==> src/hw/axi_pkg.sv <==
`default_nettype none

package axi_pkg;

  typedef logic [7:0] len_t;
  typedef logic [2:0] size_t;
  typedef logic [1:0] burst_t;
  typedef logic [3:0] cache_t;
  typedef logic [3:0] qos_t;
  typedef logic [2:0] prot_t;
  typedef logic [1:0] resp_t;

  typedef enum logic [1:0] {
    axi_idle,
    axi_load,
    axi_store
  } axi_state_t;

  // every transaction is a single beat with default attributes
  localparam len_t len_single = 8'd0;
  localparam size_t size_default = 3'd0;
  localparam burst_t burst_fixed = 2'b00;
  localparam logic lock_normal = 1'b0;
  localparam cache_t cache_none = 4'd0;
  localparam qos_t qos_none = 4'd0;

  // unprivileged secure data access, bit 2 marks an instruction fetch
  localparam prot_t prot_none = 3'b000;
  localparam int prot_instr_bit = 2;

  localparam resp_t resp_okay = 2'b00;

endpackage

`default_nettype wire

==> src/hw/mem_pkg.sv <==
`default_nettype none

package mem_pkg;

  typedef logic [31:0] addr_t;
  typedef logic [63:0] data_t;

  // one enable per data byte, all zero marks a read
  typedef logic [7:0] strb_t;

  typedef enum logic [0:0] {
    arb_idle,
    arb_busy
  } arb_state_t;

  typedef logic [0:0] owner_t;

  localparam owner_t owner_fetch = 1'b0;
  localparam owner_t owner_data = 1'b1;

endpackage

`default_nettype wire

==> src/hw/axi_master.sv <==
`timescale 1ns/100ps
`default_nettype none

module axi_master (
  input  logic             clock,
  input  logic             reset,
  input  logic             req_valid,
  input  logic             req_instr,
  input  mem_pkg::addr_t   req_addr,
  input  mem_pkg::data_t   req_wdata,
  input  mem_pkg::strb_t   req_wstrb,
  output mem_pkg::data_t   req_rdata,
  output logic             req_ready,
  // write address channel
  output mem_pkg::addr_t   m_axi_awaddr,
  output axi_pkg::len_t    m_axi_awlen,
  output axi_pkg::size_t   m_axi_awsize,
  output axi_pkg::burst_t  m_axi_awburst,
  output logic             m_axi_awlock,
  output axi_pkg::cache_t  m_axi_awcache,
  output axi_pkg::prot_t   m_axi_awprot,
  output axi_pkg::qos_t    m_axi_awqos,
  output logic             m_axi_awvalid,
  input  logic             m_axi_awready,
  // write data channel
  output mem_pkg::data_t   m_axi_wdata,
  output mem_pkg::strb_t   m_axi_wstrb,
  output logic             m_axi_wlast,
  output logic             m_axi_wvalid,
  input  logic             m_axi_wready,
  // write response channel
  input  axi_pkg::resp_t   m_axi_bresp,
  input  logic             m_axi_bvalid,
  output logic             m_axi_bready,
  // read address channel
  output mem_pkg::addr_t   m_axi_araddr,
  output axi_pkg::len_t    m_axi_arlen,
  output axi_pkg::size_t   m_axi_arsize,
  output axi_pkg::burst_t  m_axi_arburst,
  output logic             m_axi_arlock,
  output axi_pkg::cache_t  m_axi_arcache,
  output axi_pkg::prot_t   m_axi_arprot,
  output axi_pkg::qos_t    m_axi_arqos,
  output logic             m_axi_arvalid,
  input  logic             m_axi_arready,
  // read data channel
  input  mem_pkg::data_t   m_axi_rdata,
  input  axi_pkg::resp_t   m_axi_rresp,
  input  logic             m_axi_rlast,
  input  logic             m_axi_rvalid,
  output logic             m_axi_rready
);
  import mem_pkg::*;
  import axi_pkg::*;

  axi_state_t state;
  axi_state_t state_reg;

  logic  awvalid;
  logic  awvalid_reg;
  logic  wvalid;
  logic  wvalid_reg;
  logic  bready;
  logic  bready_reg;
  logic  arvalid;
  logic  arvalid_reg;
  logic  rready;
  logic  rready_reg;
  logic  ready;
  logic  ready_reg;
  addr_t addr;
  addr_t addr_reg;
  prot_t prot;
  prot_t prot_reg;
  data_t wdata;
  data_t wdata_reg;
  strb_t wstrb;
  strb_t wstrb_reg;
  data_t rdata;
  data_t rdata_reg;

  always_comb begin
    state = state_reg;
    // each request channel drops its valid only on its own ready
    awvalid = awvalid_reg && !m_axi_awready;
    wvalid = wvalid_reg && !m_axi_wready;
    arvalid = arvalid_reg && !m_axi_arready;
    bready = bready_reg;
    rready = rready_reg;
    ready = 1'b0;
    addr = addr_reg;
    prot = prot_reg;
    wdata = wdata_reg;
    wstrb = wstrb_reg;
    rdata = rdata_reg;
    case (state_reg)
      axi_idle: begin
        if (req_valid) begin
          addr = {req_addr[31:2], 2'b00};
          prot = prot_none;
          prot[prot_instr_bit] = req_instr;
          wdata = req_wdata;
          wstrb = req_wstrb;
          if (req_wstrb == '0) begin
            state = axi_load;
            arvalid = 1'b1;
            rready = 1'b1;
          end else begin
            state = axi_store;
            awvalid = 1'b1;
            wvalid = 1'b1;
            bready = 1'b1;
          end
        end
      end
      axi_load: begin
        if (m_axi_rvalid) begin
          state = axi_idle;
          rready = 1'b0;
          rdata = m_axi_rdata;
          ready = 1'b1;
        end
      end
      axi_store: begin
        if (m_axi_bvalid) begin
          state = axi_idle;
          bready = 1'b0;
          ready = 1'b1;
        end
      end
      default: begin
        state = axi_idle;
      end
    endcase
  end

  always_ff @(posedge clock) begin
    if (reset == 1'b0) begin
      state_reg <= axi_idle;
      awvalid_reg <= 1'b0;
      wvalid_reg <= 1'b0;
      bready_reg <= 1'b0;
      arvalid_reg <= 1'b0;
      rready_reg <= 1'b0;
      ready_reg <= 1'b0;
    end else begin
      state_reg <= state;
      awvalid_reg <= awvalid;
      wvalid_reg <= wvalid;
      bready_reg <= bready;
      arvalid_reg <= arvalid;
      rready_reg <= rready;
      ready_reg <= ready;
    end
  end

  always_ff @(posedge clock) begin
    addr_reg <= addr;
    prot_reg <= prot;
    wdata_reg <= wdata;
    wstrb_reg <= wstrb;
    rdata_reg <= rdata;
  end

  assign m_axi_awaddr = addr_reg;
  assign m_axi_awlen = len_single;
  assign m_axi_awsize = size_default;
  assign m_axi_awburst = burst_fixed;
  assign m_axi_awlock = lock_normal;
  assign m_axi_awcache = cache_none;
  assign m_axi_awprot = prot_reg;
  assign m_axi_awqos = qos_none;
  assign m_axi_awvalid = awvalid_reg;

  // the only write beat is also the last one
  assign m_axi_wdata = wdata_reg;
  assign m_axi_wstrb = wstrb_reg;
  assign m_axi_wlast = wvalid_reg;
  assign m_axi_wvalid = wvalid_reg;
  assign m_axi_bready = bready_reg;

  assign m_axi_araddr = addr_reg;
  assign m_axi_arlen = len_single;
  assign m_axi_arsize = size_default;
  assign m_axi_arburst = burst_fixed;
  assign m_axi_arlock = lock_normal;
  assign m_axi_arcache = cache_none;
  assign m_axi_arprot = prot_reg;
  assign m_axi_arqos = qos_none;
  assign m_axi_arvalid = arvalid_reg;
  assign m_axi_rready = rready_reg;

  assign req_rdata = rdata_reg;
  assign req_ready = ready_reg;

  aw_held: assert property (@(posedge clock) disable iff (reset == 1'b0)
    m_axi_awvalid && !m_axi_awready |=>
      m_axi_awvalid && $stable(m_axi_awaddr) && $stable(m_axi_awprot));

  w_held: assert property (@(posedge clock) disable iff (reset == 1'b0)
    m_axi_wvalid && !m_axi_wready |=>
      m_axi_wvalid && $stable(m_axi_wdata) && $stable(m_axi_wstrb));

  ar_held: assert property (@(posedge clock) disable iff (reset == 1'b0)
    m_axi_arvalid && !m_axi_arready |=>
      m_axi_arvalid && $stable(m_axi_araddr) && $stable(m_axi_arprot));

  // a single-beat read must come back with its last flag
  r_single_beat: assert property (@(posedge clock) disable iff (reset == 1'b0)
    m_axi_rvalid && m_axi_rready |-> m_axi_rlast);

  ready_pulse: assert property (@(posedge clock) disable iff (reset == 1'b0)
    req_ready |=> !req_ready);

endmodule

`default_nettype wire

==> src/hw/mem_arbiter.sv <==
`timescale 1ns/100ps
`default_nettype none

module mem_arbiter (
  input  logic           clock,
  input  logic           reset,
  input  logic           fetch_valid,
  input  logic           fetch_instr,
  input  mem_pkg::addr_t fetch_addr,
  output mem_pkg::data_t fetch_rdata,
  output logic           fetch_ready,
  input  logic           data_valid,
  input  logic           data_instr,
  input  mem_pkg::addr_t data_addr,
  input  mem_pkg::data_t data_wdata,
  input  mem_pkg::strb_t data_wstrb,
  output mem_pkg::data_t data_rdata,
  output logic           data_ready,
  output logic           req_valid,
  output logic           req_instr,
  output mem_pkg::addr_t req_addr,
  output mem_pkg::data_t req_wdata,
  output mem_pkg::strb_t req_wstrb,
  input  logic           req_ready,
  input  mem_pkg::data_t req_rdata
);
  import mem_pkg::*;

  arb_state_t state_reg;
  owner_t     owner_reg;
  owner_t     last_reg;
  owner_t     grant;
  logic       pending;

  assign pending = fetch_valid || data_valid;

  // on a tie the requester that was not served last wins
  always_comb begin
    if (fetch_valid && data_valid) begin
      grant = (last_reg == owner_fetch) ? owner_data : owner_fetch;
    end else if (data_valid) begin
      grant = owner_data;
    end else begin
      grant = owner_fetch;
    end
  end

  always_ff @(posedge clock) begin
    if (reset == 1'b0) begin
      state_reg <= arb_idle;
      owner_reg <= owner_fetch;
      last_reg <= owner_data;
      req_valid <= 1'b0;
    end else begin
      req_valid <= 1'b0;
      case (state_reg)
        arb_idle: begin
          if (pending) begin
            state_reg <= arb_busy;
            owner_reg <= grant;
            req_valid <= 1'b1;
          end
        end
        arb_busy: begin
          if (req_ready) begin
            state_reg <= arb_idle;
            last_reg <= owner_reg;
          end
        end
        default: begin
          state_reg <= arb_idle;
        end
      endcase
    end
  end

  // a fetch never writes, so its strobes are forced to zero
  always_ff @(posedge clock) begin
    if (state_reg == arb_idle && pending) begin
      if (grant == owner_data) begin
        req_instr <= data_instr;
        req_addr <= data_addr;
        req_wdata <= data_wdata;
        req_wstrb <= data_wstrb;
      end else begin
        req_instr <= fetch_instr;
        req_addr <= fetch_addr;
        req_wdata <= '0;
        req_wstrb <= '0;
      end
    end
  end

  assign fetch_ready = (state_reg == arb_busy) && (owner_reg == owner_fetch) && req_ready;
  assign data_ready = (state_reg == arb_busy) && (owner_reg == owner_data) && req_ready;
  assign fetch_rdata = req_rdata;
  assign data_rdata = req_rdata;

  one_port_ready: assert property (@(posedge clock) disable iff (reset == 1'b0)
    !(fetch_ready && data_ready));

  // a new strobe must never meet the completion of the transaction before it
  no_strobe_in_busy: assert property (@(posedge clock) disable iff (reset == 1'b0)
    req_valid |-> !req_ready);

endmodule

`default_nettype wire

==> src/hw/mem_subsystem.sv <==
`timescale 1ns/100ps
`default_nettype none

module mem_subsystem (
  input  logic             clock,
  input  logic             reset,
  // instruction fetch port
  input  logic             fetch_valid,
  input  logic             fetch_instr,
  input  mem_pkg::addr_t   fetch_addr,
  output mem_pkg::data_t   fetch_rdata,
  output logic             fetch_ready,
  // data port
  input  logic             data_valid,
  input  logic             data_instr,
  input  mem_pkg::addr_t   data_addr,
  input  mem_pkg::data_t   data_wdata,
  input  mem_pkg::strb_t   data_wstrb,
  output mem_pkg::data_t   data_rdata,
  output logic             data_ready,
  // AXI4 master
  output mem_pkg::addr_t   m_axi_awaddr,
  output axi_pkg::len_t    m_axi_awlen,
  output axi_pkg::size_t   m_axi_awsize,
  output axi_pkg::burst_t  m_axi_awburst,
  output logic             m_axi_awlock,
  output axi_pkg::cache_t  m_axi_awcache,
  output axi_pkg::prot_t   m_axi_awprot,
  output axi_pkg::qos_t    m_axi_awqos,
  output logic             m_axi_awvalid,
  input  logic             m_axi_awready,
  output mem_pkg::data_t   m_axi_wdata,
  output mem_pkg::strb_t   m_axi_wstrb,
  output logic             m_axi_wlast,
  output logic             m_axi_wvalid,
  input  logic             m_axi_wready,
  input  axi_pkg::resp_t   m_axi_bresp,
  input  logic             m_axi_bvalid,
  output logic             m_axi_bready,
  output mem_pkg::addr_t   m_axi_araddr,
  output axi_pkg::len_t    m_axi_arlen,
  output axi_pkg::size_t   m_axi_arsize,
  output axi_pkg::burst_t  m_axi_arburst,
  output logic             m_axi_arlock,
  output axi_pkg::cache_t  m_axi_arcache,
  output axi_pkg::prot_t   m_axi_arprot,
  output axi_pkg::qos_t    m_axi_arqos,
  output logic             m_axi_arvalid,
  input  logic             m_axi_arready,
  input  mem_pkg::data_t   m_axi_rdata,
  input  axi_pkg::resp_t   m_axi_rresp,
  input  logic             m_axi_rlast,
  input  logic             m_axi_rvalid,
  output logic             m_axi_rready
);
  import mem_pkg::*;

  // single request path between the arbiter and the bridge
  logic  req_valid;
  logic  req_instr;
  addr_t req_addr;
  data_t req_wdata;
  strb_t req_wstrb;
  data_t req_rdata;
  logic  req_ready;

  mem_arbiter arbiter (
    .clock, .reset,
    .fetch_valid, .fetch_instr, .fetch_addr, .fetch_rdata, .fetch_ready,
    .data_valid, .data_instr, .data_addr, .data_wdata, .data_wstrb,
    .data_rdata, .data_ready,
    .req_valid, .req_instr, .req_addr, .req_wdata, .req_wstrb,
    .req_ready, .req_rdata
  );

  axi_master bridge (
    .clock, .reset,
    .req_valid, .req_instr, .req_addr, .req_wdata, .req_wstrb,
    .req_rdata, .req_ready,
    .m_axi_awaddr, .m_axi_awlen, .m_axi_awsize, .m_axi_awburst, .m_axi_awlock,
    .m_axi_awcache, .m_axi_awprot, .m_axi_awqos, .m_axi_awvalid, .m_axi_awready,
    .m_axi_wdata, .m_axi_wstrb, .m_axi_wlast, .m_axi_wvalid, .m_axi_wready,
    .m_axi_bresp, .m_axi_bvalid, .m_axi_bready,
    .m_axi_araddr, .m_axi_arlen, .m_axi_arsize, .m_axi_arburst, .m_axi_arlock,
    .m_axi_arcache, .m_axi_arprot, .m_axi_arqos, .m_axi_arvalid, .m_axi_arready,
    .m_axi_rdata, .m_axi_rresp, .m_axi_rlast, .m_axi_rvalid, .m_axi_rready
  );

endmodule

`default_nettype wire

==> config.mk <==
export PLATFORM = sky130hd
export DESIGN_NAME = mem_subsystem
export DESIGN_NICKNAME = d
export VERILOG_FILES = /design/src/hw/axi_pkg.sv /design/src/hw/mem_pkg.sv /design/src/hw/axi_master.sv /design/src/hw/mem_arbiter.sv /design/src/hw/mem_subsystem.sv
export SDC_FILE = /design/constraint.sdc
export NUM_CORES = 1
export LEC_CHECK = 0
export BUFFER_PORTS_ARGS = -buffer_cell sky130_fd_sc_hd__buf_2
export CORE_AREA = 2 2 212 214
export DETAILED_ROUTE_END_ITERATION = 7
export DIE_AREA = 0 0 214 216
export PLACE_DENSITY = 0.58
export RECOVER_POWER = 100
export SLEW_MARGIN = 20
export SYNTH_ARGS = -nofsm -noshare
export SYNTH_HDL_FRONTEND = slang
export SYNTH_HIERARCHICAL = 1
export SYNTH_SLANG_ARGS = --single-unit
==> constraint.sdc <==
create_clock -name clock -period 7.7 [get_ports clock]
set_input_delay 0.77 -clock clock [delete_from_list [all_inputs] [get_ports clock]]
set_output_delay 0.77 -clock clock [all_outputs]
set_load 0.02 [all_outputs]
==> reports/summary.md <==
* 13600 sq um — cell area after layout
* 2.00 ns — maximum cell stage delay along the critical path
* arbiter/req_addr[6] — endpoint of the most critical setup path
* 214 microns — die outline width
* 38.4 mm — global-route wire length before repair
* 16.9 sq um — mean instance size in the synthesized netlist
* 476 — count of input and output buffers
* 17.1 microns — average wire length per cell after detail routing
* 0 — CTS Hold Buffers Added
* 0 — DRC
* 20.4 mm — half-perimeter wire length after detailed placement
* 271 nW/um^2 — Pwr Density
* 27.9 mm — Total Routed Length
* 0.769 — routability cong.
* arbiter/last_reg — launch instance of the worst register-to-register path
* 11.4% — global router's overall resource usage
* 11200 sq um — mapped cell area
* 282 — clock sinks
* false — RSZ-0062 raised after global routing
* 0 — final setup fails
* 219 — iteration-0 DRC count of the detailed router
* 6066 — number of vias after detailed routing
* 2 — # H-tree levels
* sky130_fd_sc_hd__clkbuf_1 — slowest stage cell, crit path
* capacitance limit, slew limit — violations in the final reports
* 72 — pin count of the biggest net entering global routing
* complete, but fails checks — outcome
* 0 — post-cts sizing count
* 4 — first-pass detailed-route iteration total
* 77 — count of standard-cell rows
* yes — TritonCTS clock tree
* fetch_valid — worst setup path startpoint
* 0 — antenna-violating nets left
* 306 — Slew Limit Fails
* 3.20 ns — reg-to-reg setup timing slack
* 62 — biggest fanout along the worst timing path
* sky130_fd_sc_hd__clkbuf_16 — buffer type at the clock tree root
* 43800 sq um — core region area
* -142% — tightest slew margin relative to the limit
* 12900 sq um — area after detailed placement
* 3.62 ns — slew at the pin closest to its max-slew limit
* 0 ns — sum of negative setup slack
* register — element type at the critical path end
* 10 — number of antenna violations at the first check in global routing
* sky130_fd_sc_hd__clkbuf_1 — Top cell by count, worst path
* 3 — Bufs on Longest Clock Path
* register to register — classification of the worst-slack hold path
* 59.7% — period utilization
* 218 MHz — achievable clock frequency
* 21.7% — synth-to-layout area growth
* 0.0215 ns — worst setup skew after layout
* 0.06 ns — clock input transition at the sequential cells of the worst setup and hold paths
* 4.85 ns — critical path data arrival time
* 1229 — final net count
* 0.403 ns — worst slack on hold paths
* 4.60 ns — clock period minus final worst setup slack
* 0 — post-CTS setup-driven buffer insertion count
* 538 — number of top-level pins
* 25.6% — starting density of the core
* 665 — number of standard cells after synthesis
* 0 — total global routing overflow
* 35 — cts bufs inserted
* input pin to register — start-to-end type of the worst setup path
* 0.53 ns — clock latency at the later pin of the worst-skew pair
* clkbuf_1 -> a21boi_0 -> clkbuf_1 -> mux2_2 — cells traversed along the worst timing path
* 26.6% — fraction of final layout cells with drive strength greater than 1
* arbiter/req_addr[6] — capture point of the worst reg-to-reg path
* 3.70 mW — total design power
* 3.72 — vias per cell
* 3 — count of cells along the worst register-to-register path
* 0.149 mV — maximum VDD drop
* input pin — element type at the critical path start
* 7.95 ns — data required time of the worst path
* 6035 — number of global-route vias before repair
* 6 — Yosys Warn Count
* 4.91 nW — static power due to leakage
* 46200 sq um — Die Area
* 216 microns — vertical die dimension
* 0 — final number of hold-violating endpoints
* 6 — maxcap violations
## worst min-delay path by stage
| stage | endpoint | cells after the start | from | slack [ns] |
|---|---|---|---|---|
| final | bridge/m_axi_araddr[6] | 0 | arbiter/req_addr[6] | 0.40 |
| after global routing | bridge/req_rdata[23] | 1 | m_axi_rdata[23] | 0.38 |
| after CTS | bridge/req_rdata[4] | 1 | m_axi_rdata[4] | 0.37 |
| after detailed placement | bridge/m_axi_araddr[8] | 0 | arbiter/req_addr[8] | 0.40 |
| after global placement | bridge/m_axi_wdata[21] | 0 | arbiter/req_wdata[21] | 0.40 |
| after floorplan | bridge/m_axi_araddr[10] | 0 | arbiter/req_addr[10] | 0.40 |
## critical path: cells and delay by family
| kind | cells | cell delay [ns] |
|---|---|---|
| mux | 1 | 0.47 |
| compound gates | 1 | 1.48 |
| buf+inv | 2 | 2.11 |
## layout make-up
class                      instances  area [sq um]
antenna                            3          7.51
fill                            4511         30200
clock inverter                    20           211
timing repair buffer             481          2050
inverter                           8          31.3
clock buffer                      42           945
tap                              592           741
multi-input combinational        202          1310
sequential                       282          8350
## cells in the final DEF (no fill, tap or decap), types with 2 or more instances in the layout
master / count
sky130_fd_sc_hd__clkbuf_1: 295
sky130_fd_sc_hd__edfxtp_1: 270
sky130_fd_sc_hd__buf_2: 189
sky130_fd_sc_hd__conb_1: 52
sky130_fd_sc_hd__and2_1: 41
sky130_fd_sc_hd__clkbuf_16: 37
sky130_fd_sc_hd__and2_0: 33
sky130_fd_sc_hd__mux2_2: 29
sky130_fd_sc_hd__dfxtp_1: 12
sky130_fd_sc_hd__clkinv_2: 7
sky130_fd_sc_hd__nand2_1: 6
sky130_fd_sc_hd__inv_1: 6
sky130_fd_sc_hd__nor2b_1: 5
sky130_fd_sc_hd__clkinv_1: 5
sky130_fd_sc_hd__nor2_1: 4
sky130_fd_sc_hd__bufinv_16: 4
sky130_fd_sc_hd__diode_2: 3
sky130_fd_sc_hd__nor3_1: 3
sky130_fd_sc_hd__nand3_1: 3
sky130_fd_sc_hd__a21oi_1: 3
sky130_fd_sc_hd__ha_1: 3
sky130_fd_sc_hd__mux2_1: 2
sky130_fd_sc_hd__nand2b_1: 2
sky130_fd_sc_hd__a311o_1: 2
sky130_fd_sc_hd__a22oi_1: 2
sky130_fd_sc_hd__o21a_1: 2
sky130_fd_sc_hd__clkinv_4: 2
sky130_fd_sc_hd__clkinvlp_4: 2
## metrics by stage
step | utilization [%] | instances | setup WS [ns]
after floorplan | - | 716 | 1.99
after global placement | 29.4 | 1564 | 4.47
after detailed placement | 29.4 | 1565 | 4.50
after CTS | 32.1 | 1627 | 5.06
after global routing | 31.1 | 1627 | 2.48
final | 31.1 | 1630 | 3.10
## power breakdown
part	internal [mW]	total (mW)	switching, mW	leakage [nW]
combinational	0.0759	0.242	0.166	1.68
sequential	1.78	1.80	0.0249	2.67
clock	1.01	1.65	0.640	0.565
total	2.87	3.70	0.831	4.91
## metal layers
layer / vias up / track usage, % / wire length, microns
met2: 337 / 21.2 / 14700
met1: 2864 / 11.3 / 9720
met4: 8 / 4.71 / 995
li1: 2788 / - / -
met3: 69 / 4.43 / 2460
met5: - / 0 / 57
Note: power is estimated with default switching activity, not from simulation.
